File: src/bwt_ext_pkg.sv
// --------------------
// BWT backward extension types
// widths, latencies, request and result words, byte count function
// --------------------
package bwt_ext_pkg;

	// --------------------
	// widths and latencies
	// --------------------
	localparam int W_IDX       = 64;
	localparam int W_OCC       = 32;
	localparam int N_BASE      = 4;
	localparam int OCC_LATENCY = 7;
	localparam int OK_LATENCY  = 5;

	// one bi-interval of the FM-index
	typedef struct packed {
		logic [W_IDX-1:0] x0;
		logic [W_IDX-1:0] x1;
		logic [W_IDX-1:0] x2;
	} bi_interval_t;

	// occurrence checkpoint for a 128-base block
	// half h (16 bases) lives in bwt[h/2][32*(h%2) +: 32], first base in the top bits
	typedef struct packed {
		logic [N_BASE-1:0][W_OCC-1:0] cnt;
		logic [3:0][63:0]             bwt;
	} occ_ckpt_t;

	// one extension request, query base travels along
	typedef struct packed {
		logic [W_IDX-1:0] k;
		logic [W_IDX-1:0] l;
		bi_interval_t     ik;
		occ_ckpt_t        ckpt_k;
		occ_ckpt_t        ckpt_l;
		logic [1:0]       sel;
	} ext_req_t;

	// four extended intervals plus the selected one
	typedef struct packed {
		bi_interval_t [N_BASE-1:0] ok;
		bi_interval_t              target;
	} ext_res_t;

	// occurrence word, summed as a whole, read back per base
	// lane 0 is A, lanes never carry into each other for 128 bases
	typedef union packed {
		logic [W_OCC-1:0]       total;
		logic [N_BASE-1:0][7:0] lane;
	} occ_word_u;

	// host write, addr 0 primary, addr 1..4 L2 counts 0..3
	typedef struct packed {
		logic             valid;
		logic [2:0]       addr;
		logic [W_IDX-1:0] data;
	} cfg_wr_t;

	// counts of each base among the four 2-bit symbols of a byte
	function automatic occ_word_u byte_base_count(input logic [7:0] b);
		occ_word_u r;
		r.total = '0;
		for (int i = 0; i < 4; i++) begin
			r.lane[b[2*i +: 2]] = r.lane[b[2*i +: 2]] + 8'd1;
		end
		return r;
	endfunction

endpackage

File: src/result_fifo.sv
// --------------------
// result queue
// in-order FIFO, one credit back per result taken
// --------------------
module result_fifo import bwt_ext_pkg::*; #(
	parameter int FIFO_DEPTH = 4
) (
	input  logic     Clk_32UI,
	input  logic     reset_BWT_extend,
	input  logic     wr_en,
	input  ext_res_t wr_data,
	input  logic     take,
	output ext_res_t rd_data,
	output logic     rd_valid,
	output logic     credit_return
);

	localparam int PTR_W = (FIFO_DEPTH > 1) ? $clog2(FIFO_DEPTH) : 1;
	localparam int CNT_W = $clog2(FIFO_DEPTH + 1);

	ext_res_t         mem [FIFO_DEPTH];
	logic [PTR_W-1:0] wr_ptr;
	logic [PTR_W-1:0] rd_ptr;
	logic [CNT_W-1:0] count;
	logic             push;
	logic             pop;

	// wrap for any depth, not only powers of two
	function automatic logic [PTR_W-1:0] ptr_inc(input logic [PTR_W-1:0] p);
		return (p == PTR_W'(FIFO_DEPTH - 1)) ? '0 : p + PTR_W'(1);
	endfunction

	assign rd_valid      = (count != '0);
	assign pop           = take && rd_valid;
	assign push          = wr_en && (count != CNT_W'(FIFO_DEPTH));
	assign credit_return = pop;
	assign rd_data       = mem[rd_ptr];

	always_ff @(posedge Clk_32UI) begin
		if (push) begin
			mem[wr_ptr] <= wr_data;
		end
	end

	always_ff @(posedge Clk_32UI) begin
		if (!reset_BWT_extend) begin
			wr_ptr <= '0;
			rd_ptr <= '0;
			count  <= '0;
		end else begin
			if (push) wr_ptr <= ptr_inc(wr_ptr);
			if (pop) rd_ptr <= ptr_inc(rd_ptr);
			count <= count + CNT_W'(push) - CNT_W'(pop);
		end
	end

endmodule

File: config.mk
export PLATFORM = sky130hd
export DESIGN_NAME = result_fifo
export DESIGN_NICKNAME = d
export VERILOG_FILES = /design/src/bwt_ext_pkg.sv /design/src/result_fifo.sv
export SDC_FILE = /design/constraint.sdc
export NUM_CORES = 2
export LEC_CHECK = 0
export BUFFER_PORTS_ARGS = -buffer_cell sky130_fd_sc_hd__buf_4
export CAP_MARGIN = 20
export CORE_AREA = 2 2 749 751
export DETAILED_ROUTE_END_ITERATION = 7
export DIE_AREA = 0 0 751 753
export SLEW_MARGIN = 20
export SYNTH_ARGS = -nofsm -noshare
export SYNTH_HDL_FRONTEND = slang
export SYNTH_SLANG_ARGS = --single-unit
File: constraint.sdc
create_clock -name Clk_32UI -period 25.2 [get_ports Clk_32UI]
set_input_delay 0 -clock Clk_32UI [delete_from_list [all_inputs] [get_ports Clk_32UI]]
set_output_delay 0 -clock Clk_32UI [all_outputs]
set_load 0.05 [all_outputs]
==> flow_metrics.py <==
metrics = {
    "power": {
        "p_int_w": 0.0132,
        "ir_drop_v": 0.0000865,
        "seqPwrFrac_pct": 38.3,
        "pwr-share-clk_pct": 28.1,
        "power_leakage_nw": 64.6,
        "sw_frac_of_total_pct": 36.0,
        "cellPowerDensity_nw_per_um2": 106,
        "combPwrFrac_pct": 33.6,
        "switching_power_w": 0.00742,
    },
    "routing": {
        "wl_per_cell_um": 28.4,
        "drt-total-wl_um": 489000,
        "first_pass_iters": 5,
        "drc_errors": 0,
        "vias_per_cell": 4.41,
        "drt_iter0_markers": 7890,
        "via_count": 76100,
        "ant_nets": 0,
    },
    "clock_tree": {
        "cts_max_path_buffers": 4,
        "post_cts_buffers": 0,
        "clkTransAtPathRegs_ns": 0.06,
        "insertion_delay_ns": 1.03,
        "cts_max_level": 5,
        "cts_made_buffers": 402,
        "cts_resized": 0,
        "cts_root_buf": "clkbuf_16",
        "cts_hold_buf": 1928,
        "cts_tree": "built",
        "cts_sinks": 3849,
    },
    "global_route": {
        "grt_pass1_vias": 78900,
        "use_met3_pct": 6.98,
        "antenna_found_initial": 388,
        "grtUsageMet1_pct": 19.2,
        "grt_overflow_total": 0,
        "grt_pass1_wl_um": 659000,
        "grtUsageTotal_pct": 16.6,
        "busiest_layer": "met2",
        "met2_usage_pct": 26.8,
        "grt_max_degree": 147,
    },
    "worst_hold_path": {
        "hold_class": "input port to flip-flop",
        "holdPathEnd": "mem[3][672]",
        "hold_depth": 2,
        "min_from": "wr_data[672]",
    },
    "logic_synthesis": {
        "synth_area_leader_cell": "edfxtp_1",
        "synth_edf_count": 3840,
        "netlist_top_cells_area": "edfxtp_1 (83%), mux4_2 (16%), buf_2 (0.37%), buf_6 (0.37%), dfxtp_1 (0.13%)",
        "syn-cell-area_um2": 139000,
        "ys_seq_area_share_pct": 83.3,
        "ys.flop_type": "edfxtp_1",
        "syn_inst": 5065,
        "ys_ff_latch": 3849,
        "synth_top_area_share_pct": 83.1,
        "synthArstFlopShare_pct": 0,
        "ys_warn_count": 0,
        "syn_nets": 6037,
        "synthDistinctLibCells": 24,
        "syn_avg_cell_area_um2": 27.4,
    },
    "placement": {
        "placed_cells": 14400,
        "hpwlAfterDp_um": 357000,
        "pre_cts_ws_ns": 18.50,
        "gp_congestion": 0.929,
        "place_area_um2": 162000,
        "port_buffers": 1925,
    },
    "cells_and_area": {
        "instances_no_fill": 17200,
        "drive_gt1_share_pct": 37.3,
        "syn2layout_area_growth_pct": 40.4,
        "final_nets": 10200,
        "stdcell_area_um2": 195000,
    },
    "sta": {
        "fin_ws_ns": 17.89,
        "fin_skew_ns": 0.0844,
        "setup_viol": 0,
        "timing.final.crit_share_pct": 29.0,
        "finalHoldViolCount": 0,
        "fin_hold_ws_ns": 0.144,
        "min_period_ns": 7.31,
        "max_freq_mhz": 137,
        "slew-limit-headroom_pct": 11.5,
        "setup_tns_ns": 0,
        "rsz0062_at_grt": "no",
        "worst_pin_slew_ns": 1.33,
        "finalMaxSlewViolations": 0,
    },
    "floorplanning": {
        "placementRows": 275,
        "fp.coreArea_um2": 558000,
        "start_util_pct": 24.8,
        "die_w_um": 751,
        "dieArea_um2": 566000,
        "die_h_um": 753,
        "ioPinCount": 1926,
    },
    "worst_setup_path": {
        "cp-start-kind": "flip-flop",
        "worstPathArrival_ns": 7.31,
        "end_kind": "primary output",
        "critPathKind": "flip-flop to primary output",
        "rr_endpoint": "mem[2][266]",
        "cp_max_fo": 57,
        "rr_worst_depth": 8,
        "critPathRequiredTime_ns": 25.20,
        "rr_startpoint": "count[1]",
        "worst-r2r-setup-slack_ns": 18.52,
    },
    "run_status": {
        "status": "complete, no violations",
    },
    "job": {
        "max-cap-violations": 0,
    },
}
[cells by family (layout without fill, tap and decap cells)]
group / count (synthesis) / after routing / share of synthesized area, %
flip-flops: 3849 / 3849 / 83.3
AO/OA/AOI/OAI: 4 / 4 / 0.0162
other: 0 / 217 / 0
buffers and inverters: 221 / 4702 / 0.951
adder cells (fa/ha/maj): 8 / 8 / 0.0776
multiplexers: 961 / 961 / 15.6
AND/OR/NAND/NOR: 20 / 20 / 0.0776
XOR/XNOR: 2 / 2 / 0.0126
[power groups by stage]
| stage | clock, W | combinational (W) | sequential, W |
|---|---|---|---|
| finish | 0.00579 | 0.00694 | 0.00790 |
| CTS | 0.00593 | 0.00700 | 0.00791 |
| global route | 0.00616 | 0.00715 | 0.00795 |
| detailed placement | 0 | 0.00668 | 0.00804 |
| global placement | 0 | 0.00666 | 0.00801 |
| floorplan | 0 | 0.00426 | 0.00871 |
[critical path: stages (launching register included)]
cell and delay [ns]:
dfxtp_4 0.82, buf_4 0.69, buf_4 0.59, buf_4 0.43
buf_4 0.56, buf_4 0.64, buf_4 0.65, buf_4 0.75
mux4_2 0.55, buf_4 0.25
[registers in the layout (all words and copies together), names as in the netlist, named ones only]
name / flops
mem: 3840
wr_ptr: 2
rd_ptr: 2
count: 3
[worst max-delay path by stage]
stage / startpoint / end / slack [ns] / cells past startpoint
after CTS: flip-flop / rd_data[657] / 17.66 / 9
final: flip-flop / rd_data[657] / 17.89 / 9
after global routing: flip-flop / rd_data[98] / 17.35 / 8
after floorplan: count[1] / mem[0][0] / 1.48 / 2
after global placement: count[1] / mem[2][266] / 18.59 / 8
after detailed placement: count[1] / mem[1][555] / 18.50 / 8
[placed cells by master, fill, tap and decap left out, drive strengths merged, types with 2 or more instances in the layout]
master / instances
and2: 3
and3: 4
buf: 2042
bufinv: 29
clkbuf: 499
clkinv: 169
clkinvlp: 12
dfxtp: 9
diode: 217
dlygate4sd3: 1928
edfxtp: 3840
ha: 7
inv: 23
mux4: 960
nand2: 5
nand3: 2
nor2: 2
o21ai: 3
xnor2: 2
[Yosys cell counts, types with 3 or more instances]
cell type and number:
and2_1 3, edfxtp_1 3840, buf_1 45, dfxtp_1 9, o21ai_0 3, mux4_2 960
clkbuf_1 16, inv_1 6, ha_1 7, nand2_1 5, buf_2 103, and3_1 4
buf_4 6, buf_6 45
[area by class of cell]
| cell class | count | area (um^2) |
|---|---|---|
| antenna | 217 | 543 |
| sequential | 3849 | 115000 |
| clock inverter | 227 | 2200 |
| clock buffer | 499 | 10600 |
| fill | 51500 | 364000 |
| tap | 7479 | 9360 |
| timing repair buffer | 3970 | 34700 |
| multi-input combinational | 995 | 21900 |
| inverter | 6 | 22.5 |
[through the flow]
stage	total power, W	util (%)
detailed placement	0.0147	29.0
finish	0.0206	34.9
global route	0.0213	34.8
floorplan	0.0130	-
global placement	0.0147	29.0
CTS	0.0208	34.8
[per-layer routing]
metal  vias to the layer above  part of all wire (%)
met5                         -                  0.21
met4                       156                   5.3
met3                      1222                    11
met2                      3886                    47
met1                     39900                    37
li1                      30900                     -
No activity file was read; power rests on OpenSTA's default activity.
