===== src/bwt_ext_pkg.sv =====
// --------------------
// BWT backward extension types
// widths, latencies, request and result words, byte count function
// --------------------
package bwt_ext_pkg;

	// --------------------
	// widths and latencies
	// --------------------
	localparam int W_IDX       = 64;
	localparam int W_OCC       = 32;
	localparam int N_BASE      = 4;
	localparam int OCC_LATENCY = 7;
	localparam int OK_LATENCY  = 5;

	// one bi-interval of the FM-index
	typedef struct packed {
		logic [W_IDX-1:0] x0;
		logic [W_IDX-1:0] x1;
		logic [W_IDX-1:0] x2;
	} bi_interval_t;

	// occurrence checkpoint for a 128-base block
	// half h (16 bases) lives in bwt[h/2][32*(h%2) +: 32], first base in the top bits
	typedef struct packed {
		logic [N_BASE-1:0][W_OCC-1:0] cnt;
		logic [3:0][63:0]             bwt;
	} occ_ckpt_t;

	// one extension request, query base travels along
	typedef struct packed {
		logic [W_IDX-1:0] k;
		logic [W_IDX-1:0] l;
		bi_interval_t     ik;
		occ_ckpt_t        ckpt_k;
		occ_ckpt_t        ckpt_l;
		logic [1:0]       sel;
	} ext_req_t;

	// four extended intervals plus the selected one
	typedef struct packed {
		bi_interval_t [N_BASE-1:0] ok;
		bi_interval_t              target;
	} ext_res_t;

	// occurrence word, summed as a whole, read back per base
	// lane 0 is A, lanes never carry into each other for 128 bases
	typedef union packed {
		logic [W_OCC-1:0]       total;
		logic [N_BASE-1:0][7:0] lane;
	} occ_word_u;

	// host write, addr 0 primary, addr 1..4 L2 counts 0..3
	typedef struct packed {
		logic             valid;
		logic [2:0]       addr;
		logic [W_IDX-1:0] data;
	} cfg_wr_t;

	// counts of each base among the four 2-bit symbols of a byte
	function automatic occ_word_u byte_base_count(input logic [7:0] b);
		occ_word_u r;
		r.total = '0;
		for (int i = 0; i < 4; i++) begin
			r.lane[b[2*i +: 2]] = r.lane[b[2*i +: 2]] + 8'd1;
		end
		return r;
	endfunction

endpackage


===== src/ok_compute.sv =====
// --------------------
// ok interval arithmetic
// aligns ik with occ counts, builds the four ok intervals and the target
// --------------------
module ok_compute import bwt_ext_pkg::*; (
	input  logic                         Clk_32UI,
	input  logic                         reset_BWT_extend,
	input  logic                         in_valid,
	input  bi_interval_t                 ik,
	input  logic [1:0]                   sel,
	input  logic [N_BASE-1:0][W_OCC-1:0] occ_k,
	input  logic [N_BASE-1:0][W_OCC-1:0] occ_l,
	input  logic [W_IDX-1:0]             primary,
	input  logic [N_BASE-1:0][W_IDX-1:0] l2,
	output logic                         wr_en,
	output ext_res_t                     wr_data
);

	localparam int BASE_A = 0;
	localparam int BASE_C = 1;
	localparam int BASE_G = 2;
	localparam int BASE_T = 3;

	// alignment with the occ pipeline
	logic [OCC_LATENCY-1:0] vld_d;
	bi_interval_t           ik_d  [OCC_LATENCY];
	logic [1:0]             sel_d [OCC_LATENCY];
	bi_interval_t           ik_a;
	logic [W_IDX-1:0]       ik_end;

	// ok stages
	logic [OK_LATENCY-1:0]     vld_s;
	logic [1:0]                sel_s [OK_LATENCY-1];
	logic                      in_range_1;
	bi_interval_t [N_BASE-1:0] ok1, ok2, ok3, ok4, ok5_n;

	// --------------------
	// valid and payload delay
	// --------------------
	always_ff @(posedge Clk_32UI) begin
		if (!reset_BWT_extend) begin
			vld_d <= '0;
			vld_s <= '0;
		end else begin
			vld_d <= {vld_d[OCC_LATENCY-2:0], in_valid};
			vld_s <= {vld_s[OK_LATENCY-2:0], vld_d[OCC_LATENCY-1]};
		end
	end

	always_ff @(posedge Clk_32UI) begin
		ik_d[0]  <= ik;
		sel_d[0] <= sel;
		for (int i = 1; i < OCC_LATENCY; i++) begin
			ik_d[i]  <= ik_d[i-1];
			sel_d[i] <= sel_d[i-1];
		end
		sel_s[0] <= sel_d[OCC_LATENCY-1];
		for (int i = 1; i < OK_LATENCY - 1; i++) begin
			sel_s[i] <= sel_s[i-1];
		end
	end

	assign ik_a   = ik_d[OCC_LATENCY-1];
	assign ik_end = ik_a.x1 + ik_a.x2 - W_IDX'(1);

	// --------------------
	// stage 1, x1 and x2 for all bases
	// --------------------
	always_ff @(posedge Clk_32UI) begin
		for (int c = 0; c < N_BASE; c++) begin
			ok1[c].x2 <= W_IDX'(occ_l[c]) - W_IDX'(occ_k[c]);
			ok1[c].x1 <= l2[c] + W_IDX'(occ_k[c]) + W_IDX'(1);
			ok1[c].x0 <= '0;
		end
		ok1[BASE_T].x0 <= ik_a.x0;
		// sentinel row inside [x1, x1 + x2 - 1]
		in_range_1 <= (ik_a.x1 <= primary) && (ik_end >= primary);
	end

	// stages 2..4, x0 chain T -> G -> C
	always_ff @(posedge Clk_32UI) begin
		ok2 <= ok1;
		ok2[BASE_T].x0 <= ok1[BASE_T].x0 + W_IDX'(in_range_1);
		ok3 <= ok2;
		ok3[BASE_G].x0 <= ok2[BASE_T].x0 + ok2[BASE_T].x2;
		ok4 <= ok3;
		ok4[BASE_C].x0 <= ok3[BASE_G].x0 + ok3[BASE_G].x2;
	end

	// stage 5, A closes the chain, target picked from the same values
	always_comb begin
		ok5_n = ok4;
		ok5_n[BASE_A].x0 = ok4[BASE_C].x0 + ok4[BASE_C].x2;
	end

	always_ff @(posedge Clk_32UI) begin
		wr_data.ok     <= ok5_n;
		wr_data.target <= ok5_n[2'd3 - sel_s[OK_LATENCY-2]];
	end

	assign wr_en = vld_s[OK_LATENCY-1];

endmodule


===== config.mk =====
export PLATFORM = sky130hd
export DESIGN_NAME = ok_compute
export DESIGN_NICKNAME = d
export VERILOG_FILES = /design/src/bwt_ext_pkg.sv /design/src/ok_compute.sv
export SDC_FILE = /design/constraint.sdc
export NUM_CORES = 2
export LEC_CHECK = 0
export ABC_AREA = 0
export ABC_CLOCK_PERIOD_IN_PS = 5550
export BUFFER_PORTS_ARGS = -buffer_cell sky130_fd_sc_hd__buf_4
export CELL_PAD_IN_SITES_DETAIL_PLACEMENT = 1
export CELL_PAD_IN_SITES_GLOBAL_PLACEMENT = 1
export CORE_AREA = 2 2 677 679
export DETAILED_ROUTE_END_ITERATION = 6
export DIE_AREA = 0 0 679 681
export PLACE_DENSITY_LB_ADDON = 0.1
export SYNTH_ARGS = -nofsm -noshare
export SYNTH_HDL_FRONTEND = slang
export SYNTH_SLANG_ARGS = --single-unit

===== constraint.sdc =====
create_clock -name Clk_32UI -period 5.55 [get_ports Clk_32UI]
set_clock_uncertainty 0.2 [all_clocks]
set_input_delay 1.3875 -clock Clk_32UI [delete_from_list [all_inputs] [get_ports Clk_32UI]]
set_output_delay 1.3875 -clock Clk_32UI [all_outputs]
set_load 0.05 [all_outputs]

==> flow_summary_export.csv <==
group,metric,value,unit
run_status,status,"completed",
layout,fillCellCount,48400,
min_path,hold_class,"flip-flop to flip-flop",
worst_setup_path,max_stage_delay,350,ps
cts,clockBufferDepth,4,
job,max_cap_violations,0,
yosys,synthesis.nets,11000,
detailed_routing,ant_nets,0,
placement,gp_congestion,0.901,
detailed_routing,vias,77600,
yosys,ys_seq_area_frac,0.681,
sta,rsz0062_at_grt,"yes",
yosys,synth-async-reset-ratio,0,
global_routing,grt_max_degree,62,
worst_setup_path,cp.required,6180,ps
yosys,synth_top_area_frac,0.681,
sta,timing.fmax,190,MHz
cts,cts_tree,"yes",
detailed_routing,drc,0,
sta,fin_crit,5270,ps
detailed_routing,wl,487000,um
yosys,yosys_warnings,0,
worst_setup_path,start_kind,"flip-flop",
worst_setup_path,path_max_fanout,4,
worst_setup_path,end_kind,"flip-flop",
die,die_h,681,um
yosys,yosys-top-cells-area,"dfxtp_1 68%, ha_1 7.1%, xnor2_1 3.1%, mux4_2 2.9%, a21oi_1 2.1%",
detailed_routing,firstDrtPassIters,5,
cts,cts_root_buffer,"clkbuf_16",
sta,slew_viol_final,0,
die,die_area,462000,sq um
layout,area_growth_syn_to_layout,30.5,%
global_routing,overflow,0,
sta,hold_viol,0,
die,io_pins,1734,
sta,setup_viol,0,
layout,final_area,161000,sq um
sta,worstMarginPinSlew,1030,ps
die,fp.coreArea,455000,sq um
die,fp.dieW,679,um
power,p_leak,71.4,nW
detailed_routing,vias_per_cell,4.28,
cts,cts.sinks,4184,
placement,io_buffer_count,1733,
die,initial_core_util,0.270,
yosys,synthFlopType,"dfxtp_1",
yosys,syn_inst,9516,
worst_setup_path,cp.arrival,5910,ps
sta,fin_crit_sh,0.950,
global_routing,grt_usage,0.204,
global_routing,antenna_found_initial,263,
detailed_routing,routedWlPerCell,26.8,um
yosys,ys_types,91,
worst_setup_path,worstSetupPathType,"flip-flop to flip-flop",
yosys,yosysTopAreaCell,"dfxtp_1",
cts,htreeDepth,5,
yosys,ys_seq_elements,4184,
die,rows,248,
layout,drive_gt1_frac,0.255,
cts,clk_pin_slew,60,ps
yosys,synth.avg_cell_area,12.9,sq um
yosys,synth_edf_count,0,
power,p_per_area,580,nW/um^2
sta,slew_headroom,0.307,
worst_setup_path,crit_top_cell,"a21o_1",
layout,multiInputGateArea,35800,sq um
cts,cts_buffers,440,
yosys,syn_area,123000,sq um
global_routing,grt_pass1_wl,658000,um
layout,fin_nets,13200,
power,total_power,93.2,mW
global_routing,grt_pass1_vias,82200,
placement,dpl.hpwl,407000,um
sta,hold_slack,77.1,ps
detailed_routing,drt-initial-drc-count,3768,
layout,final_util,0.353,
placement,dpl_cell_area,144000,sq um
cts,clock_latency,1000,ps
layout,regArea,83800,sq um
cts,cts_hold_buf,0,
power,vdd_drop_max,0.372,mV
worst_setup_path,crit_path_top_delay_cell,"a221o_1",
[worst paths after layout]
path	start	end	slack (ps)	depth (start not counted)
worst min register to register	ok3[209]	ok4[209]	80	0
worst max register to register	ik_d[6][79]	in_range_1	280	29
worst max-delay path	ik_d[6][79]	in_range_1	280	29
worst min-delay path	ok3[209]	ok4[209]	80	0
[stage by stage]
| stage | cells | setup TNS, ps | setup slack (ps) |
|---|---|---|---|
| 2_1_floorplan | 9516 | 0 | 682 |
| 3_3_place_gp | 17200 | -1530 | -873 |
| 3_5_place_dp | 17200 | -2330 | -889 |
| 4_1_cts | 18000 | 0 | 3.39 |
| 5_1_grt | 18100 | -78.8 | -78.8 |
| 6_report | 18100 | 0 | 277 |
[final cells by class]
type | count | area share
clock buffer | 602 | 0.0790
inverter | 589 | 0.0138
clock inverter | 216 | 0.0196
timing repair buffer | 2006 | 0.0948
antenna | 80 | 0.00125
sequential | 4184 | 0.522
tap | 6000 | 0.0467
multi-input combinational | 4458 | 0.223
[where the power goes]
part	internal [mW]	switching [mW]
Sequential	35.1	3.26
Clock	18.9	12.6
Combinational	7.74	15.5
[flip-flops by register name (all words and copies together), names as in the netlist]
| signal | count |
|---|---|
| ik_d | 1344 |
| wr_data | 805 |
| ok4 | 580 |
| ok3 | 516 |
| ok1 | 452 |
| ok2 | 452 |
| sel_d | 14 |
| sel_s | 8 |
| vld_d | 7 |
| vld_s | 5 |
| in_range_1 | 1 |
[critical path, delay by kind of cell (launching register included)]
| kind | cells | cell delay [ps] |
|---|---|---|
| simple gates | 4 | 360 |
| flops | 1 | 330 |
| buf+inv | 5 | 490 |
| fa+ha+maj | 3 | 720 |
| xor+xnor | 1 | 70 |
| compound gates | 16 | 2960 |
[cell usage after synthesis (all sizes together) (88+ instances only)]
library cell,instances
o21ai,266
and3,88
nor2,275
ha,700
a21o,327
xnor2,440
nand4,128
dfxtp,4184
xor2,225
buf,177
nand2,350
mux4,161
nand3,146
a21oi,512
inv,589
clkbuf,108
[cells in the final DEF, fill, tap and decap left out, drive strengths merged, types with 26 or more instances in the layout]
| cell | instances |
|---|---|
| o211ai | 26 |
| xor2 | 225 |
| o21bai | 72 |
| a21o | 327 |
| nand2b | 83 |
| diode | 80 |
| ha | 700 |
| nor2 | 275 |
| o21ai | 266 |
| clkbuf | 602 |
| nor3 | 68 |
| nand4 | 128 |
| and3 | 88 |
| mux4 | 161 |
| a211oi | 35 |
| clkinvlp | 32 |
| a21oi | 512 |
| nor2b | 65 |
| o31ai | 33 |
| nand3 | 146 |
| o21a | 73 |
| clkinv | 104 |
| a31oi | 54 |
| inv | 609 |
| buf | 2006 |
| bufinv | 60 |
| xnor2 | 440 |
| dfxtp | 4184 |
| nand2 | 350 |
| and2 | 52 |
[timing repair]
action                                  4_1_cts  5_1_grt
gates resized for setup                      49       54
buffers inserted                              8        9
pin swaps                                    26       37
gates cloned                                  0        0
endpoints found under the setup margin        1        1
[metal layers]
layer | global-route usage | vias to the layer above | part of all wire
met5 | 0 | - | 0.00019
met4 | 0.0943 | 14 | 0.050
met3 | 0.0347 | 951 | 0.049
met2 | 0.346 | 2381 | 0.48
met1 | 0.251 | 37600 | 0.42
li1 | - | 36600 | -
[kinds of logic after synthesis]
group           share of synthesized area
flops                               0.681
compound gates                     0.0829
simple gates                       0.0547
buf+inv                            0.0315
fa+ha+maj                          0.0731
xor+xnor                           0.0474
mux                                0.0295
Note: power is estimated with default switching activity, not from simulation.
