File: src/bwt_ext_pkg.sv
// --------------------
// BWT backward extension types
// widths, latencies, request and result words, byte count function
// --------------------
package bwt_ext_pkg;

	// --------------------
	// widths and latencies
	// --------------------
	localparam int W_IDX       = 64;
	localparam int W_OCC       = 32;
	localparam int N_BASE      = 4;
	localparam int OCC_LATENCY = 7;
	localparam int OK_LATENCY  = 5;

	// one bi-interval of the FM-index
	typedef struct packed {
		logic [W_IDX-1:0] x0;
		logic [W_IDX-1:0] x1;
		logic [W_IDX-1:0] x2;
	} bi_interval_t;

	// occurrence checkpoint for a 128-base block
	// half h (16 bases) lives in bwt[h/2][32*(h%2) +: 32], first base in the top bits
	typedef struct packed {
		logic [N_BASE-1:0][W_OCC-1:0] cnt;
		logic [3:0][63:0]             bwt;
	} occ_ckpt_t;

	// one extension request, query base travels along
	typedef struct packed {
		logic [W_IDX-1:0] k;
		logic [W_IDX-1:0] l;
		bi_interval_t     ik;
		occ_ckpt_t        ckpt_k;
		occ_ckpt_t        ckpt_l;
		logic [1:0]       sel;
	} ext_req_t;

	// four extended intervals plus the selected one
	typedef struct packed {
		bi_interval_t [N_BASE-1:0] ok;
		bi_interval_t              target;
	} ext_res_t;

	// occurrence word, summed as a whole, read back per base
	// lane 0 is A, lanes never carry into each other for 128 bases
	typedef union packed {
		logic [W_OCC-1:0]       total;
		logic [N_BASE-1:0][7:0] lane;
	} occ_word_u;

	// host write, addr 0 primary, addr 1..4 L2 counts 0..3
	typedef struct packed {
		logic             valid;
		logic [2:0]       addr;
		logic [W_IDX-1:0] data;
	} cfg_wr_t;

	// counts of each base among the four 2-bit symbols of a byte
	function automatic occ_word_u byte_base_count(input logic [7:0] b);
		occ_word_u r;
		r.total = '0;
		for (int i = 0; i < 4; i++) begin
			r.lane[b[2*i +: 2]] = r.lane[b[2*i +: 2]] + 8'd1;
		end
		return r;
	endfunction

endpackage

File: src/occ4_count.sv
// --------------------
// four-base occurrence count
// counts A/C/G/T up to a bound in a 128-base block in 7 stages
// --------------------
module occ4_count import bwt_ext_pkg::*; (
	input  logic                         Clk_32UI,
	input  logic [W_IDX-1:0]             bound,
	input  occ_ckpt_t                    ckpt,
	output logic [N_BASE-1:0][W_OCC-1:0] occ
);

	// selected half and position inside it
	logic [2:0]  half;
	logic [3:0]  low;
	logic [31:0] half_word;
	logic [31:0] mask;

	// word 0 holds the masked bound half and words 1..7 halves 0..6
	logic [7:0][31:0] s1_word;
	logic [W_OCC-1:0] s2_pair [8][2];
	logic [W_OCC-1:0] s3_quad [8];
	logic [W_OCC-1:0] s4_pair [4];
	logic [W_OCC-1:0] s4_even [4];
	logic [W_OCC-1:0] s5_pre  [8];
	occ_word_u        s6_sum;
	occ_word_u        s7_adj;

	// bound bits and checkpoint counts riding along
	logic [6:0]                   pos_q [6];
	logic [N_BASE-1:0][W_OCC-1:0] cnt_q [6];

	assign half      = bound[6:4];
	assign low       = bound[3:0];
	assign half_word = ckpt.bwt[half[2:1]][{half[0], 5'd0} +: 32];

	// keep bases 0..low and zero (A) the later ones
	assign mask = ~((32'd1 << {~low, 1'b0}) - 32'd1);

	// --------------------
	// stage 1 word select
	// --------------------
	always_ff @(posedge Clk_32UI) begin
		s1_word[0] <= half_word & mask;
		for (int h = 0; h < 7; h++) begin
			s1_word[h+1] <= ckpt.bwt[h/2][(h%2)*32 +: 32];
		end
	end

	always_ff @(posedge Clk_32UI) begin
		pos_q[0] <= bound[6:0];
		cnt_q[0] <= ckpt.cnt;
		for (int i = 1; i < 6; i++) begin
			pos_q[i] <= pos_q[i-1];
			cnt_q[i] <= cnt_q[i-1];
		end
	end

	// --------------------
	// stages 2..5 adder tree
	// --------------------
	always_ff @(posedge Clk_32UI) begin
		for (int g = 0; g < 8; g++) begin
			for (int j = 0; j < 2; j++) begin
				s2_pair[g][j] <= byte_base_count(s1_word[g][16*j +: 8]) +
					byte_base_count(s1_word[g][16*j+8 +: 8]);
			end
		end
	end

	always_ff @(posedge Clk_32UI) begin
		for (int g = 0; g < 8; g++) begin
			s3_quad[g] <= s2_pair[g][0] + s2_pair[g][1];
		end
	end

	always_ff @(posedge Clk_32UI) begin
		for (int i = 0; i < 4; i++) begin
			s4_pair[i] <= s3_quad[2*i] + s3_quad[2*i+1];
			s4_even[i] <= s3_quad[2*i];
		end
	end

	// prefix sums over the low and the high four groups
	always_ff @(posedge Clk_32UI) begin
		for (int s = 0; s < 2; s++) begin
			s5_pre[4*s]   <= s4_even[2*s];
			s5_pre[4*s+1] <= s4_pair[2*s];
			s5_pre[4*s+2] <= s4_pair[2*s] + s4_even[2*s+1];
			s5_pre[4*s+3] <= s4_pair[2*s] + s4_pair[2*s+1];
		end
	end

	// --------------------
	// stage 6 prefix select
	// --------------------
	always_ff @(posedge Clk_32UI) begin
		if (pos_q[4][6]) begin
			s6_sum.total <= s5_pre[3] + s5_pre[pos_q[4][6:4]];
		end else begin
			s6_sum.total <= s5_pre[pos_q[4][6:4]];
		end
	end

	// --------------------
	// stage 7 A correction and checkpoint add
	// --------------------
	// the 15 - low masked zeros were counted as A
	assign s7_adj.total = s6_sum.total - W_OCC'(4'd15 - pos_q[5][3:0]);

	always_ff @(posedge Clk_32UI) begin
		for (int c = 0; c < N_BASE; c++) begin
			occ[c] <= cnt_q[5][c] + W_OCC'(s7_adj.lane[c]);
		end
	end

endmodule

File: config.mk
export PLATFORM = sky130hd
export DESIGN_NAME = occ4_count
export DESIGN_NICKNAME = d
export VERILOG_FILES = /design/src/bwt_ext_pkg.sv /design/src/occ4_count.sv
export SDC_FILE = /design/constraint.sdc
export NUM_CORES = 2
export LEC_CHECK = 0
export BUFFER_PORTS_ARGS = -buffer_cell sky130_fd_sc_hd__buf_2
export CORE_ASPECT_RATIO = 0.7
export CORE_MARGIN = 2
export CORE_UTILIZATION = 35
export DETAILED_ROUTE_END_ITERATION = 8
export GPL_ROUTABILITY_DRIVEN = 0
export SETUP_SLACK_MARGIN = 0.05
export SYNTH_ARGS = -nofsm -noshare
export SYNTH_HDL_FRONTEND = slang
export SYNTH_SLANG_ARGS = --single-unit
File: constraint.sdc
create_clock -name Clk_32UI -period 6.9 [get_ports Clk_32UI]
set_clock_uncertainty 0.2 [all_clocks]
set_input_delay 0.69 -clock Clk_32UI [delete_from_list [all_inputs] [get_ports Clk_32UI]]
set_output_delay 0.69 -clock Clk_32UI [all_outputs]
set_load 0.01 [all_outputs]
==> results.py <==
metrics = {
    "run_status": {
        "status": "finished, violations left",
        "failing_checks": "capacitance limit, slew limit",
    },
    "synthesis": {
        "syn_area_um2": 92900,
        "post_synth_inst_count": 8844,
        "synth.yosys.seq_area_share": 0.469,
        "syn_nets": 10200,
        "share_of_flip_flops_with_an_asynchronous_set_or_reset_after_synthesis": 0,
        "yosys_warnings": 0,
        "synth-edff-count": 0,
        "ys_dominant_reg_cell": "sky130_fd_sc_hd__dfxtp_1",
        "ff_latch_count_synth": 2175,
        "synth.lib_cells_used.distinct": 68,
        "synthesized_area_per_cell_um2": 10.5,
    },
    "drt": {
        "wirelength_um": 256000,
        "route.detailed.drc": 0,
        "drt-initial-drc-count": 5452,
        "wl_per_cell_um": 19.2,
        "detail-route-antenna-nets": 0,
        "num_vias": 64500,
        "drt-vias-per-instance": 4.83,
        "drt_first_pass_iters": 6,
    },
    "placement": {
        "place.port_buffers": 519,
        "post-dp-hpwl_um": 202000,
        "dp_cells": 12600,
        "place_area_um2": 98900,
    },
    "cts": {
        "ctsLongestPathBuffers": 4,
        "cts.repair_timing.setup_buffer_count": 0,
        "tritoncts_clock_tree": "yes",
        "worstSkewPairLatency_ns": 0.87,
        "worst_setup_hold_path_clk_slew_ns": 0.07,
        "cts_buffers": 209,
        "post_cts_resize_count": 0,
        "cts.root.buffer_cell": "sky130_fd_sc_hd__clkbuf_16",
        "cts_hold_repair.buffers": 355,
        "htreeDepth": 4,
        "cts_sinks": 2175,
    },
    "floorplan": {
        "die_area_um2": 270000,
        "coreArea_um2": 265000,
        "height_of_the_die_um": 435,
        "rows": 158,
        "initial_core_util": 0.351,
        "die-width_um": 620,
        "pin_count": 577,
    },
    "setup_path": {
        "crit_path_frequent_cell": "sky130_fd_sc_hd__o21ai_0",
        "cp_slowest_cell": "sky130_fd_sc_hd__or4b_4",
        "setup.worst_path.class": "reg -> reg",
        "worst_ep_arrival_time_ns": 6.53,
        "critPathMaxFanout": 6,
        "worst-endpoint-required_ns": 7.54,
        "critPathLaunchType": "flop",
        "crit_path_max_incr_delay_ns": 0.58,
        "worstSetupEndpointType": "flop",
        "worstPathBufferInverterCount": 0,
        "critical_path_depth": 20,
        "r2r.worst_path.cells": 20,
        "timing.critical_path.cells": "ha_1, nor2b_1, o21ai_0, a21boi_0, or4b_4, or4_4, nor4_4, nand2_2, or4_4, xor2_1, fa_1, nor2b_1, o21ai_0, a21boi_0, o21ai_0, a21boi_0, o21ai_0, a21oi_1, and3_1, xor2_1",
        "crit_family": "simple AND/OR/NAND/NOR gates",
    },
    "timing": {
        "report.final.setup_viol": 0,
        "final_layout_setup_total_negative_slack_ns": 0,
        "fin_worst_hold_slack_ns": 0.0378,
        "rsz0062_at_grt": "false",
        "achievable-frequency_mhz": 170,
        "count_of_final_max_slew_check_failures": 2,
        "period_share": 0.854,
        "worst_slew_margin_rel": -0.0763,
        "layout_min_cycle_time_ns": 5.89,
        "report.final.hold_viol_count": 0,
        "max_slew.worst_pin.slew_ns": 1.60,
    },
    "grt": {
        "grt-ovfl-total": 0,
        "first_global_vias": 63000,
        "grt_use_total": 0.186,
        "maximum_number_of_pins_on_one_net_before_global_route_repair": 60,
        "grt_antenna_before_repair": 59,
        "grt_first_pass_wirelength_um": 381000,
    },
    "power": {
        "cellInternalPower_w": 0.0269,
        "power-per-cell-area_nw_per_um2": 367,
        "power_frac_comb": 0.286,
        "switching_power_w": 0.0133,
        "power.share.sequential": 0.417,
        "irDropWorstVdd_mv": 0.261,
        "proportion_of_power_drawn_by_the_clock_network": 0.297,
        "swShare": 0.331,
        "leakage_component_of_the_power_nw": 50.0,
        "total_power_w": 0.0403,
    },
    "layout": {
        "layout.cell_area.non_filler_um2": 110000,
        "stdcell_count": 13400,
        "fraction_of_layout_cells_with_a_size_suffix_above_1": 0.113,
        "syn_to_final_growth_pct": 18.1,
        "num-nets-final": 11000,
    },
    "hold_path": {
        "worst_hold_path_type": "reg -> reg",
        "min_path_cells": 0,
    },
    "run": {
        "maxCapViolations": 1,
    },
}
## layout by cell type (no fill, tap or decap), types with 134 or more instances in the layout
master	count
sky130_fd_sc_hd__nand3_1	186
sky130_fd_sc_hd__xor2_1	472
sky130_fd_sc_hd__nor2_1	534
sky130_fd_sc_hd__dlygate4sd3_1	355
sky130_fd_sc_hd__ha_1	748
sky130_fd_sc_hd__mux4_2	170
sky130_fd_sc_hd__o21ai_0	154
sky130_fd_sc_hd__a21oi_1	551
sky130_fd_sc_hd__nand2b_1	204
sky130_fd_sc_hd__fa_1	134
sky130_fd_sc_hd__xnor2_1	756
sky130_fd_sc_hd__buf_2	517
sky130_fd_sc_hd__nor2b_1	204
sky130_fd_sc_hd__dfxtp_1	2172
sky130_fd_sc_hd__clkbuf_16	211
sky130_fd_sc_hd__nand2_1	465
sky130_fd_sc_hd__inv_1	644
sky130_fd_sc_hd__a21o_1	334
## through the flow
stage,worst slack (ns),utilization
final,1.01,0.415
after detailed placement,0.877,0.374
after global routing,0.468,0.415
after CTS,0.959,0.414
after floorplan,1.68,-
after global placement,0.909,0.374
## area by class of cell
class / instances / area, µm²
well taps: 3520 / 4400
repair buffers: 894 / 6310
inverters: 645 / 2420
diodes: 34 / 85.1
clock buffers: 272 / 5850
flip-flops and latches: 2175 / 43500
multi-input cells: 5705 / 45700
fillers: 24800 / 155000
clock inverters: 108 / 1370
## power groups by stage
stage | Sequential, W | Combinational [W] | Clock [W]
6_report | 0.0168 | 0.0115 | 0.0120
5_1_grt | 0.0170 | 0.0128 | 0.0128
4_1_cts | 0.0168 | 0.0115 | 0.0122
3_5_place_dp | 0.0170 | 0.0112 | 0
3_3_place_gp | 0.0170 | 0.0110 | 0
2_1_floorplan | 0.0160 | 0.00792 | 0
## sequential cells by signal, summed over array words and instances, names as in the netlist
signal,flops
cnt_q,768
s2_pair,320
s1_word,256
s5_pre,232
s3_quad,192
occ,128
s4_pair,112
s4_even,96
pos_q,39
s6_sum,32
## cells in the mapped netlist (6+ instances only)
master / count / share of area
sky130_fd_sc_hd__nand2b_1: 204 / 0.014
sky130_fd_sc_hd__inv_1: 644 / 0.026
sky130_fd_sc_hd__nor3_1: 78 / 0.0042
sky130_fd_sc_hd__o211ai_1: 12 / 0.00097
sky130_fd_sc_hd__o21a_1: 38 / 0.0031
sky130_fd_sc_hd__mux2i_1: 80 / 0.0086
sky130_fd_sc_hd__a21boi_0: 10 / 0.00081
sky130_fd_sc_hd__o22ai_1: 24 / 0.0016
sky130_fd_sc_hd__mux2_2: 19 / 0.0023
sky130_fd_sc_hd__o21bai_1: 72 / 0.0058
sky130_fd_sc_hd__xor2_1: 472 / 0.044
sky130_fd_sc_hd__a21o_1: 334 / 0.027
sky130_fd_sc_hd__dfxtp_1: 2175 / 0.47
sky130_fd_sc_hd__nor3b_1: 9 / 0.00073
sky130_fd_sc_hd__and3_1: 30 / 0.0020
sky130_fd_sc_hd__buf_1: 25 / 0.0010
sky130_fd_sc_hd__or2_2: 13 / 0.00088
sky130_fd_sc_hd__and4_1: 8 / 0.00075
sky130_fd_sc_hd__a22oi_1: 32 / 0.0026
sky130_fd_sc_hd__or3_1: 63 / 0.0042
sky130_fd_sc_hd__nand4_1: 43 / 0.0029
sky130_fd_sc_hd__a21oi_1: 551 / 0.030
sky130_fd_sc_hd__a221oi_1: 20 / 0.0019
sky130_fd_sc_hd__o21ai_0: 154 / 0.0083
sky130_fd_sc_hd__mux4_2: 170 / 0.041
sky130_fd_sc_hd__or4_1: 27 / 0.0022
sky130_fd_sc_hd__nor2b_1: 204 / 0.014
sky130_fd_sc_hd__nor4_1: 62 / 0.0042
sky130_fd_sc_hd__nand3_1: 186 / 0.010
sky130_fd_sc_hd__o31a_1: 10 / 0.00094
sky130_fd_sc_hd__clkbuf_1: 294 / 0.012
sky130_fd_sc_hd__nand2_1: 465 / 0.019
sky130_fd_sc_hd__nor4b_1: 6 / 0.00057
sky130_fd_sc_hd__o31ai_1: 9 / 0.00073
sky130_fd_sc_hd__xnor2_1: 756 / 0.071
sky130_fd_sc_hd__fa_1: 134 / 0.029
sky130_fd_sc_hd__nand3b_1: 42 / 0.0034
sky130_fd_sc_hd__nor2_1: 534 / 0.022
sky130_fd_sc_hd__a211oi_1: 12 / 0.00097
sky130_fd_sc_hd__ha_1: 748 / 0.10
sky130_fd_sc_hd__and2_1: 25 / 0.0017
## cells by family after synthesis
family,after synthesis,synth area share
flip-flops,2175,0.469
AND/OR/NAND/NOR,2018,0.108
AO/OA/AOI/OAI,1308,0.0871
XOR/XNOR,1228,0.116
buffers and inverters,964,0.0389
adder cells (fa/ha/maj),882,0.130
multiplexers,269,0.0521
## layer usage
layer,GRT usage,routed length (µm),vias up
met3,0.0485,21500,540
li1,-,-,31200
met5,0,169,-
met4,0.0769,11600,20
met2,0.264,102000,2257
met1,0.264,121000,30400
## final timing paths
check	from	endpoint	slack, ns
max	s6_sum[1]	occ[110]	1.01
min	cnt_q[3][34]	cnt_q[4][34]	0.04
max reg2reg	s6_sum[1]	occ[110]	1.01
min reg2reg	cnt_q[3][34]	cnt_q[4][34]	0.04
(Power assumes the default switching activity.)
