$ cat config.mk
export PLATFORM = sky130hd
export DESIGN_NAME = ext_config
export DESIGN_NICKNAME = d
export VERILOG_FILES = /design/src/bwt_ext_pkg.sv /design/src/ext_config.sv
export SDC_FILE = /design/constraint.sdc
export NUM_CORES = 1
export LEC_CHECK = 0
export ABC_AREA = 1
export BUFFER_PORTS_ARGS = -buffer_cell sky130_fd_sc_hd__buf_4
export CAP_MARGIN = 20
export CORE_AREA = 2 2 171 173
export DETAILED_ROUTE_END_ITERATION = 16
export DIE_AREA = 0 0 173 175
export PLACE_DENSITY = 0.7
export SLEW_MARGIN = 5
export SYNTH_ARGS = -nofsm -noshare
export SYNTH_HDL_FRONTEND = slang
export SYNTH_SLANG_ARGS = --single-unit
$ cat constraint.sdc
create_clock -name Clk_32UI -period 4 [get_ports Clk_32UI]
set_clock_uncertainty 0.1 [all_clocks]
set_input_delay 0.4 -clock Clk_32UI [delete_from_list [all_inputs] [get_ports Clk_32UI]]
set_output_delay 0.4 -clock Clk_32UI [all_outputs]
set_load 0.01 [all_outputs]
$ cat src/bwt_ext_pkg.sv
// --------------------
// BWT backward extension types
// widths, latencies, request and result words, byte count function
// --------------------
package bwt_ext_pkg;

	// --------------------
	// widths and latencies
	// --------------------
	localparam int W_IDX       = 64;
	localparam int W_OCC       = 32;
	localparam int N_BASE      = 4;
	localparam int OCC_LATENCY = 7;
	localparam int OK_LATENCY  = 5;

	// one bi-interval of the FM-index
	typedef struct packed {
		logic [W_IDX-1:0] x0;
		logic [W_IDX-1:0] x1;
		logic [W_IDX-1:0] x2;
	} bi_interval_t;

	// occurrence checkpoint for a 128-base block
	// half h (16 bases) lives in bwt[h/2][32*(h%2) +: 32], first base in the top bits
	typedef struct packed {
		logic [N_BASE-1:0][W_OCC-1:0] cnt;
		logic [3:0][63:0]             bwt;
	} occ_ckpt_t;

	// one extension request, query base travels along
	typedef struct packed {
		logic [W_IDX-1:0] k;
		logic [W_IDX-1:0] l;
		bi_interval_t     ik;
		occ_ckpt_t        ckpt_k;
		occ_ckpt_t        ckpt_l;
		logic [1:0]       sel;
	} ext_req_t;

	// four extended intervals plus the selected one
	typedef struct packed {
		bi_interval_t [N_BASE-1:0] ok;
		bi_interval_t              target;
	} ext_res_t;

	// occurrence word, summed as a whole, read back per base
	// lane 0 is A, lanes never carry into each other for 128 bases
	typedef union packed {
		logic [W_OCC-1:0]       total;
		logic [N_BASE-1:0][7:0] lane;
	} occ_word_u;

	// host write, addr 0 primary, addr 1..4 L2 counts 0..3
	typedef struct packed {
		logic             valid;
		logic [2:0]       addr;
		logic [W_IDX-1:0] data;
	} cfg_wr_t;

	// counts of each base among the four 2-bit symbols of a byte
	function automatic occ_word_u byte_base_count(input logic [7:0] b);
		occ_word_u r;
		r.total = '0;
		for (int i = 0; i < 4; i++) begin
			r.lane[b[2*i +: 2]] = r.lane[b[2*i +: 2]] + 8'd1;
		end
		return r;
	endfunction

endpackage

$ cat src/ext_config.sv
// --------------------
// extension config registers
// sentinel row and cumulative L2 base counts, written by address
// --------------------
module ext_config import bwt_ext_pkg::*; (
	input  logic                         Clk_32UI,
	input  logic                         reset_BWT_extend,
	input  cfg_wr_t                      cfg,
	output logic [W_IDX-1:0]             primary,
	output logic [N_BASE-1:0][W_IDX-1:0] l2
);

	localparam logic [2:0] ADDR_PRIMARY = 3'd0;
	localparam logic [2:0] ADDR_L2_LAST = 3'd4;

	// L2 slot for addresses 1..4
	logic [1:0] l2_idx;
	logic       l2_hit;

	assign l2_idx = 2'(cfg.addr - 3'd1);
	assign l2_hit = (cfg.addr != ADDR_PRIMARY) && (cfg.addr <= ADDR_L2_LAST);

	// --------------------
	// register file
	// --------------------
	always_ff @(posedge Clk_32UI) begin
		if (!reset_BWT_extend) begin
			primary <= '0;
			l2      <= '0;
		end else if (cfg.valid) begin
			if (cfg.addr == ADDR_PRIMARY) begin
				primary <= cfg.data;
			end else if (l2_hit) begin
				l2[l2_idx] <= cfg.data;
			end
			// addresses 5..7 are ignored
		end
	end

endmodule

==> results of run 1 <==
## synthesized netlist by cell type
cell and n:
nor2_1 323, dfxtp_1 320, nand2_1 259, nand3_1 257, a21oi_1 256, buf_2 77
inv_1 68, o21ai_0 64, buf_4 36, buf_1 16, clkbuf_1 15, clkbuf_2 4
buf_6 2, clkbuf_4 2, inv_2 2, nor2_4 2, ha_1 1
## logic make-up (layout without fill, tap and decap cells)
kind of cell / after synthesis / after routing / share of synthesized area (%)
buf+inv: 222 / 546 / 8.66
compound gates: 320 / 320 / 12.7
fa+ha+maj: 1 / 1 / 0.0992
flops: 320 / 320 / 50.8
simple gates: 841 / 841 / 27.7
## stage by stage
step           area, um2  hold slack (ns)  util, %
6_report           16700            0.109     58.7
2_1_floorplan      12600            0.408        -
3_3_place_gp       15500            0.362     54.7
5_1_grt            16700            0.106     58.7
3_5_place_dp       15500            0.368     54.7
4_1_cts            16700           0.0858     58.7
## path summary, 6_finish.rpt
| kind | slack (ns) | startpoint | end | depth (start not counted) |
|---|---|---|---|---|
| setup reg to reg | 3.16 | primary[33] | primary[33] | 2 |
| setup / recovery | 2.05 | cfg[64] | l2[202] | 7 |
| hold / removal | 0.11 | cfg[15] | primary[15] | 3 |
| hold reg to reg | 0.38 | l2[87] | l2[87] | 2 |
## power by group through the flow
stage | Combinational [mW] | Sequential, mW | Clock [mW]
after CTS | 0.912 | 3.38 | 3.24
after detailed placement | 0.909 | 3.44 | 0
after global routing | 1.00 | 3.39 | 3.37
after floorplan | 0.496 | 3.49 | 0
after global placement | 0.900 | 3.44 | 0
final | 0.908 | 3.38 | 3.18
## cell usage in the layout (no fill, tap or decap)
cell type   netlist  final
clkbuf_16         0     37
clkinvlp_4        0      2
nor2_1          323    320
bufinv_16         0      2
clkinv_2          0     11
buf_12            0     11
ha_1              1      1
inv_2             2      1
a21oi_1         256    256
clkbuf_1         15      6
nand2_1         259    259
buf_4            36    401
nand3_1         257    257
inv_1            68     68
clkbuf_8          0      4
dfxtp_1         320    320
nor2_4            2      5
o21ai_0          64     64
clkinv_4          0      2
inv_4             0      1
## worst min-delay path, cell delays in order
cell and delay, ns:
buf_4 0.08, inv_1 0.07, a21oi_1 0.12
## final cells by class
| cell class | instances | area, um2 | share of cell area, % |
|---|---|---|---|
| clock buffers | 46 | 990 | 5.94 |
| clock inverters | 17 | 148 | 0.886 |
| inverters | 70 | 265 | 1.59 |
| multi-input cells | 1162 | 5130 | 30.8 |
| flip-flops and latches | 320 | 6410 | 38.4 |
| well taps | 384 | 480 | 2.88 |
| repair buffers | 413 | 3240 | 19.5 |
## flip-flops by register name, indices dropped and copies added (netlist names)
signal / cells
primary: 64
l2: 256
## routing by layer
metal  vias up  global-route usage (%)  wire length (um)
li1       6138                       -                 -
met1      5580                    30.9             16200
met2       435                    38.9             17800
met3        76                    6.35              3120
met4         0                    8.76              1290
met5         -                       0                 0
==> run metrics, run 1 <==
status=finished, final reports clean; most frequent CP cell=buf_4; DRT Pass-1 Iters=5; Core ar.=approximately 28000 um2; Tmin final=about 2 ns; drt total wl=38300 um; non-filler instance count after layout=between 2000 and 2500; Ant. Diodes=0; Synth top area share=50.8%; critical path arrival=roughly 2.2 ns; Root Driver=clkbuf_16; actual slew at the worst max-slew pin=roughly 1.1 ns; Placed Cells=about 2300; num ports=390; Die H=between 150 and 200 um; Netlist Area Pre-Place=between 10000 and 15000 um2; syn nets=between 1500 and 2000; Final ANT Viol Nets=0; initial antenna violation count=0; via count=roughly 12000; Final setup viols=0; CP max stage cell=buf_4; cell taking the most area after synthesis=dfxtp_1; fmax=between 500 and 600 MHz; gp weighted congestion=roughly 0.80; DRC errors left=0; H-tree depth=2; vias per cell=5.07; Mapped Cells=1704; Post-CTS Setup Bufs=0; Slew Limit Headroom=27.5%; CP Cell Sequence=buf_4, nor2_4, buf_4, buf_4, nand3_1, nand2_1, nor2_1; CTS tree=done; die width=173 um; Pwr Density=roughly 450 nW/um2; final hold violations=0; Clk network pwr share=about 43%; #FFs+latches synth=320; Switching Fraction=about a quarter; Startpoint Class=primary input; # resized after CTS=0; top cells by area, synth=dfxtp_1 (51%), nand3_1 (10%), a21oi_1 (10%); sequential fraction of the synthesis area=about half; Worst EP required=4.29 ns; total negative slack=0 ns; setup ws final=2.05 ns; Clock transition at path regs=approximately 0.060 ns; Synth Warn #=0; combinational power share=around an eighth; Starting Density=around 44%; clk buf depth=3; routed len/inst=around 16 um; clk_lat worst skew=~0.49 ns; share of cells above drive strength 1=roughly a quarter; I/O Buffers=roughly 400; Crit path largest cell delay=~0.75 ns; Post-CTS Hold Buffers=0; Worst Path Buf+Inv=3; internal power=between 5 and 6 mW; path type of the worst setup path=primary input to flop; Fill cells=2690; global-route wire length before repair=about 60000 um; vias in the first global route=10753; crit path max fanout=between 70 and 80; CTS Sinks=320; DPL Wire Length=24900 um; Tot Pwr=between 7 and 8 mW; Net Switching=1.92 mW; LEAKAGE=between 7 and 8 nW; mean post-synth cell area=roughly 7.4 um2; Final nets=a little over 2000; P&R area growth vs syn=32.2%; CP delay by family, top=buffers and inverters; Congestion Overflow GR=0; die area=30300 um2; Yosys cell types=17; Setup Slack @ Placement=between 1.5 and 2 ns; Core Rows=a little over 60; Total GRT Usage=24.0%; RSZ-0062 raised after global routing=false; max-cap violation count=0; CP Capture Type=flop; initial DRC count=a little under 1000; worst vdd ir=roughly 0.28 mV; final period utilization=48.8%; Hold WC Path Type=primary input to flop; pin count of the biggest net entering global routing=approximately 120; CTS buffer count=36; Final Max Tran Viols=0; share of power burned in registers=around 45%
Note: power is estimated with default switching activity, not from simulation.
==> inputs of run 2 (changes only) <==
PLACE_DENSITY = 0.73   (was 0.7)
clock period = 1.7 ns   (was 4 ns; I/O delays follow)
==> run metrics, run 2 (synthesis results as in run 1) <==
share of cells above drive strength 1=23.7% (+0.15 points); Top Registers=l2 x256, primary x64; Net Switching=4.59 mW (+140%); Congestion Overflow GR=0 (unchanged); Hold WC Path Type=primary input to flop; H-tree depth=2 (unchanged); crit path max fanout=37 (-53%); Final ANT Viol Nets=0 (unchanged); final hold violations=0 (unchanged); area after detailed placement=15900 um2 (+2.1%); path type of the worst setup path=primary input to flop; critical path arrival=2.01 ns (-0.23 ns); most frequent cells in the layout=buf_4 (410), nor2_1 (320), dfxtp_1 (320); total negative slack=0 ns (unchanged); drt total wl=40600 um (+5.9%); clk_lat worst skew=0.50 ns (about the same); setup ws final=0.0364 ns (-2.01 ns); routed len/inst=16.2 um (+2.0%); P&R area growth vs syn=41.7%; vias in the first global route=11895 (+11%); pin count of the biggest net entering global routing=82 (-31%); LEAKAGE=8.21 nW (+7.0%); share of power burned in registers=42.5% (-2.7 points); CP Capture Type=flop; die area=30300 um2 (unchanged); Clock transition at path regs=0.06 ns (about the same); via count=12926 (+5.7%); fmax=between 600 and 700 MHz; vias per cell=5.16 (+1.8%); Die H=175 um (unchanged); actual slew at the worst max-slew pin=0.509 ns (-0.576 ns); RSZ-0062 raised after global routing=false; CTS tree=done; CTS buffer count=35 (-2.8%); die width=173 um (unchanged); status=finished, final reports clean; Clk network pwr share=44.7% (+2.1 points); Starting Density=44.4% (unchanged); Root Driver=clkbuf_16; Worst EP required=2.04 ns (-2.25 ns); Final nets=2166 (+4.4%); Ant. Diodes=0 (unchanged); initial antenna violation count=0 (unchanged); Core ar.=28400 um2 (unchanged); Core Rows=62 (unchanged); Slew Limit Headroom=66.0% (+39 points); initial DRC count=1009 (+1.8%); max reg flops=256 (unchanged); Post-CTS Setup Bufs=0 (unchanged); num ports=390 (unchanged); DPL Wire Length=25900 um (+4.1%); gp weighted congestion=0.818 (+2.1%); DRT Pass-1 Iters=5 (unchanged); clk buf depth=3 (unchanged); final period utilization=97.9%; Final setup viols=0 (unchanged); Startpoint Class=primary input; fin util=62.9% (+4.2 points); Tot Pwr=18.7 mW (+150%); most common cell after layout, fill and taps aside=buf_4; Setup Slack @ Placement=-0.0354 ns (-1.61 ns); Tmin final=around 1.7 ns; Total GRT Usage=25.5% (+1.5 points); internal power=14.1 mW (+150%); Fill cells=2467 (-8.3%); combinational power share=12.7% (+0.5 points); max-cap violation count=0 (unchanged); global-route wire length before repair=63500 um (+6.7%); Final Max Tran Viols=0 (unchanged); Pwr Density=1050 nW/um2 (+130%); final instance area=17900 um2 (+7.2%); DRC errors left=0 (unchanged); worst vdd ir=0.620 mV (+120%); I/O Buffers=389 (unchanged); Switching Fraction=24.5% (-1.2 points); Top reg by flops=l2; CTS Sinks=320 (unchanged)
[run 2: cell types whose count changed in the layout (fill, tap and decap cells not counted), moves of 2 or more]
cell / previous run / this run
buf_12: 11 / 23
clkinv_2: 11 / 5
bufinv_16: 2 / 6
clkbuf_8: 4 / 10
buf_4: 401 / 410
dlygate4sd3_1: 0 / 72
clkbuf_1: 6 / 4
clkinvlp_4: 2 / 0
[run 2: worst paths after layout]
check,startpoint,endpoint,slack (ns),cells after the start
setup / recovery,reset_BWT_extend,primary[30],0.04,5
hold / removal,cfg[67],primary[31],0.14,5
setup reg to reg,primary[30],primary[30],0.31,3
hold reg to reg,l2[49],l2[49],0.38,2
[run 2: critical path, stage by stage]
cell,delay (ns)
dlygate4sd3_1,0.57
buf_8,0.30
o21ai_0,0.19
a21oi_1,0.18
dlygate4sd3_1,0.56
[run 2: power by group through the flow]
stage               Clock, mW  Sequential, mW  Combinational, mW
floorplan                   0            8.22               1.20
global placement            0            8.11               2.20
detailed placement          0            8.11               2.23
CTS                      8.50            7.95               2.37
global route             8.82            7.98               2.60
finish                   8.37            7.96               2.38
[run 2: routing by layer]
metal	vias up	wire (um)	track usage [%]
met5	-	0	0
met1	5981	16700	32.0
met3	93	3310	6.22
met2	526	19200	42.2
li1	6326	-	-
met4	0	1470	10.2
[run 2: cell type report]
cell class | count | area [um2] | area share [%]
Tap cell | 384 | 480 | 2.69
Timing Repair Buffer | 506 | 4270 | 23.9
Inverter | 70 | 265 | 1.48
Clock buffer | 51 | 1080 | 6.04
Sequential cell | 320 | 6410 | 35.9
Clock inverter | 12 | 214 | 1.20
Multi-Input combinational cell | 1162 | 5140 | 28.8
[run 2: metrics by stage]
step / cells / hold slack, ns
finish: 2505 / 0.143
global route: 2505 / 0.169
CTS: 2505 / 0.127
detailed placement: 2370 / 0.370
global placement: 2370 / 0.361
floorplan: 1704 / 0.266
[run 2: timing repair]
action	CTS	global route
hold buffers	72	0
resized for setup	0	0
hold endpoints to repair	275	0
==> inputs of run 3 (changes only) <==
ABC_AREA = default   (was 1)
CORE_AREA = 2 2 165 167   (was 2 2 171 173)
DIE_AREA = 0 0 167 169   (was 0 0 173 175)
==> run metrics, run 3 <==
max reg flops=256 (unchanged); num ports=390 (unchanged); routed len/inst=17.7 um (+8.9%); I/O Buffers=389 (unchanged); CP Capture Type=flop; most common cell after layout, fill and taps aside=nand2_1; critical path arrival=1.89 ns (-0.12 ns); clk buf depth=3 (unchanged); Total GRT Usage=24.0% (-1.5 points); max-cap violation count=0 (unchanged); Pwr Density=991 nW/um2 (-5.4%); Startpoint Class=primary input; Mapped Cells=1182 (-31%); LEAKAGE=7.92 nW (-3.5%); Core ar.=26500 um2 (-6.7%); Global Route met3 Usage=6.59% (+0.37 points); #FFs+latches synth=320 (unchanged); fmax=643 MHz (+7.0%); Hold WC Path Type=primary input to flop; via count=9945 (-23%); mean post-synth cell area=9.88 um2 (+34%); CTS Sinks=320 (unchanged); Synth top area share=54.8% (+4.0 points); grt met1 use=29.2% (-2.8 points); Synth Flop Type=dfxtp_1; DPL Wire Length=24100 um (-6.8%); Congestion Overflow GR=0 (unchanged); Root Driver=clkbuf_16; most frequent CP cell=buf_4; initial antenna violation count=0 (unchanged); CTS buffer count=34 (-2.9%); final hold violations=0 (unchanged); DRT Pass-1 Iters=5 (unchanged); Top Registers=l2 x256, primary x64; DRC errors left=0 (unchanged); CP max stage cell=dlygate4sd3_1; Tmin final=1.56 ns (-0.108 ns); crit path max fanout=15 (-59%); non-filler instance count after layout=1998 (-20%); Final Max Tran Viols=0 (unchanged); Synth Warn #=0 (unchanged); syn nets=1253 (-29%); ys async rst share=0% (unchanged); Starting Density=44.1% (-0.32 points); worst vdd ir=0.852 mV (+37%); actual slew at the worst max-slew pin=0.288 ns (-0.221 ns); die area=28200 um2 (-6.8%); path type of the worst setup path=primary input to flop; Tot Pwr=16.8 mW (-10%); H-tree depth=2 (unchanged); most frequent cells in the layout=nand2_1 (448), buf_4 (411), dfxtp_1 (320); drt total wl=35300 um (-13%); cell taking the most area after synthesis=dfxtp_1; Slew Limit Headroom=80.8% (+15 points); top cells by area, synth=dfxtp_1 (55%), mux2i_1 (22%), nand2_1 (14%); share of cells above drive strength 1=29.6% (+5.9 points); initial DRC count=513 (-49%); Worst EP required=2.03 ns (about the same); Worst Path Buf+Inv=4 (+1); Placed Cells=1868 (-21%); final period utilization=91.5% (-6.4 points); fin util=64.1% (+1.2 points); Crit path largest cell delay=0.60 ns (+0.03 ns); global-route wire length before repair=54400 um (-14%); die width=167 um (-3.5%); met2 global-route usage=40.2% (-2.0 points); status=finished, final reports clean; total negative slack=0 ns (unchanged); Final nets=1704 (-21%); pin count of the biggest net entering global routing=76 (-7.3%); vias in the first global route=9946 (-16%); RSZ-0062 raised after global routing=false; CP Cell Sequence=buf_4, nor2_1, ha_1, buf_4, and2_4, buf_12, nand2_1, a21boi_1, dlygate4sd3_1; GRT busiest layer=met2; Core Rows=60 (-3.2%); CP delay by family, top=buffers and inverters; Ant. Diodes=0 (unchanged); P&R area growth vs syn=45.5%; Clock transition at path regs=0.06 ns (about the same); Final setup viols=0 (unchanged); sequential fraction of the synthesis area=54.8% (+4.0 points); clk_lat worst skew=0.50 ns (about the same); Yosys cell types=15 (-2); Top reg by flops=l2; cell with the most instances after synthesis=nand2_1; top post-synthesis cells by count=nand2_1 (449), dfxtp_1 (320), mux2i_1 (256), a21boi_0 (64), clkbuf_1 (47); worst hold slack=0.152 ns (+0.00903 ns); Final ANT Viol Nets=0 (unchanged); Die H=169 um (-3.4%); EDFF count, synth=0 (unchanged); vias per cell=4.98 (-3.5%); Netlist Area Pre-Place=11700 um2 (-7.3%); gp weighted congestion=0.796 (-2.7%); CTS tree=done
run 3: changes by cell type in the layout (fill, tap and decap cells not counted), sizes merged, moves of 2 or more:
cell         change
nor2           -324
a21oi          -256
mux2i          +256
nand3          -256
nand2          +191
inv             -68
a21boi          +64
o21ai           -64
dlygate4sd3      -5
and3b            +3
buf              -3
bufinv           -3
clkinv           -2
run 3: worst min-delay path: cells and delay by family:
| kind | cells | cell delay, ns |
|---|---|---|
| buf+inv | 2 | 0.29 |
| compound gates | 1 | 0.06 |
| simple gates | 2 | 0.17 |
run 3: cells by family (layout without fill, tap and decap cells):
group / Yosys count / after routing / synth area share, %
compound gates: 64 / 64 / 4.11
fa+ha+maj: 1 / 1 / 0.107
buf+inv: 85 / 560 / 4.16
flops: 320 / 320 / 54.8
mux: 256 / 256 / 21.9
simple gates: 456 / 456 / 14.8
run 3: final cells by class:
type                            instances  area, um2
Multi-Input combinational cell        777       4820
Clock buffer                           51       1040
Tap cell                              341        427
Inverter                                1       3.75
Fill cell                            2140       9500
Timing Repair Buffer                  499       4180
Clock inverter                          9        126
Sequential cell                       320       6410
run 3: final timing paths:
kind / from / slack (ns) / endpoint / depth (start not counted)
max: cfg[64] / 0.14 / primary[5] / 9
min reg2reg: l2[169] / 0.36 / l2[169] / 2
min: cfg[67] / 0.15 / primary[45] / 5
max reg2reg: primary[5] / 0.38 / primary[5] / 3
run 3: through the flow:
step	cell area [um2]	setup WS, ns
6_report	17000	0.145
5_1_grt	17000	0.0595
4_1_cts	17000	0.0938
3_5_place_dp	15100	-0.173
3_3_place_gp	15100	-0.136
2_1_floorplan	11700	0.0742
run 3: timing repair:
item,CTS,global route
buffers inserted,0,2
hold buffers,67,0
gates resized for setup,0,2
hold endpoints to repair,304,0
setup endpoints to repair,0,2
run 3: power by group:
part | total [mW] | leakage [nW] | internal, mW | switching, mW
registers | 7.77 | 2.59 | 7.67 | 0.0975
logic | 1.42 | 4.76 | 0.688 | 0.727
clock network | 7.65 | 0.571 | 4.69 | 2.97
total | 16.8 | 7.92 | 13.0 | 3.79
run 3: layer usage:
metal	up-vias	wire, um
li1	4765	-
met1	4701	14700
met2	390	16700
met3	89	2640
met4	0	1280
met5	-	0
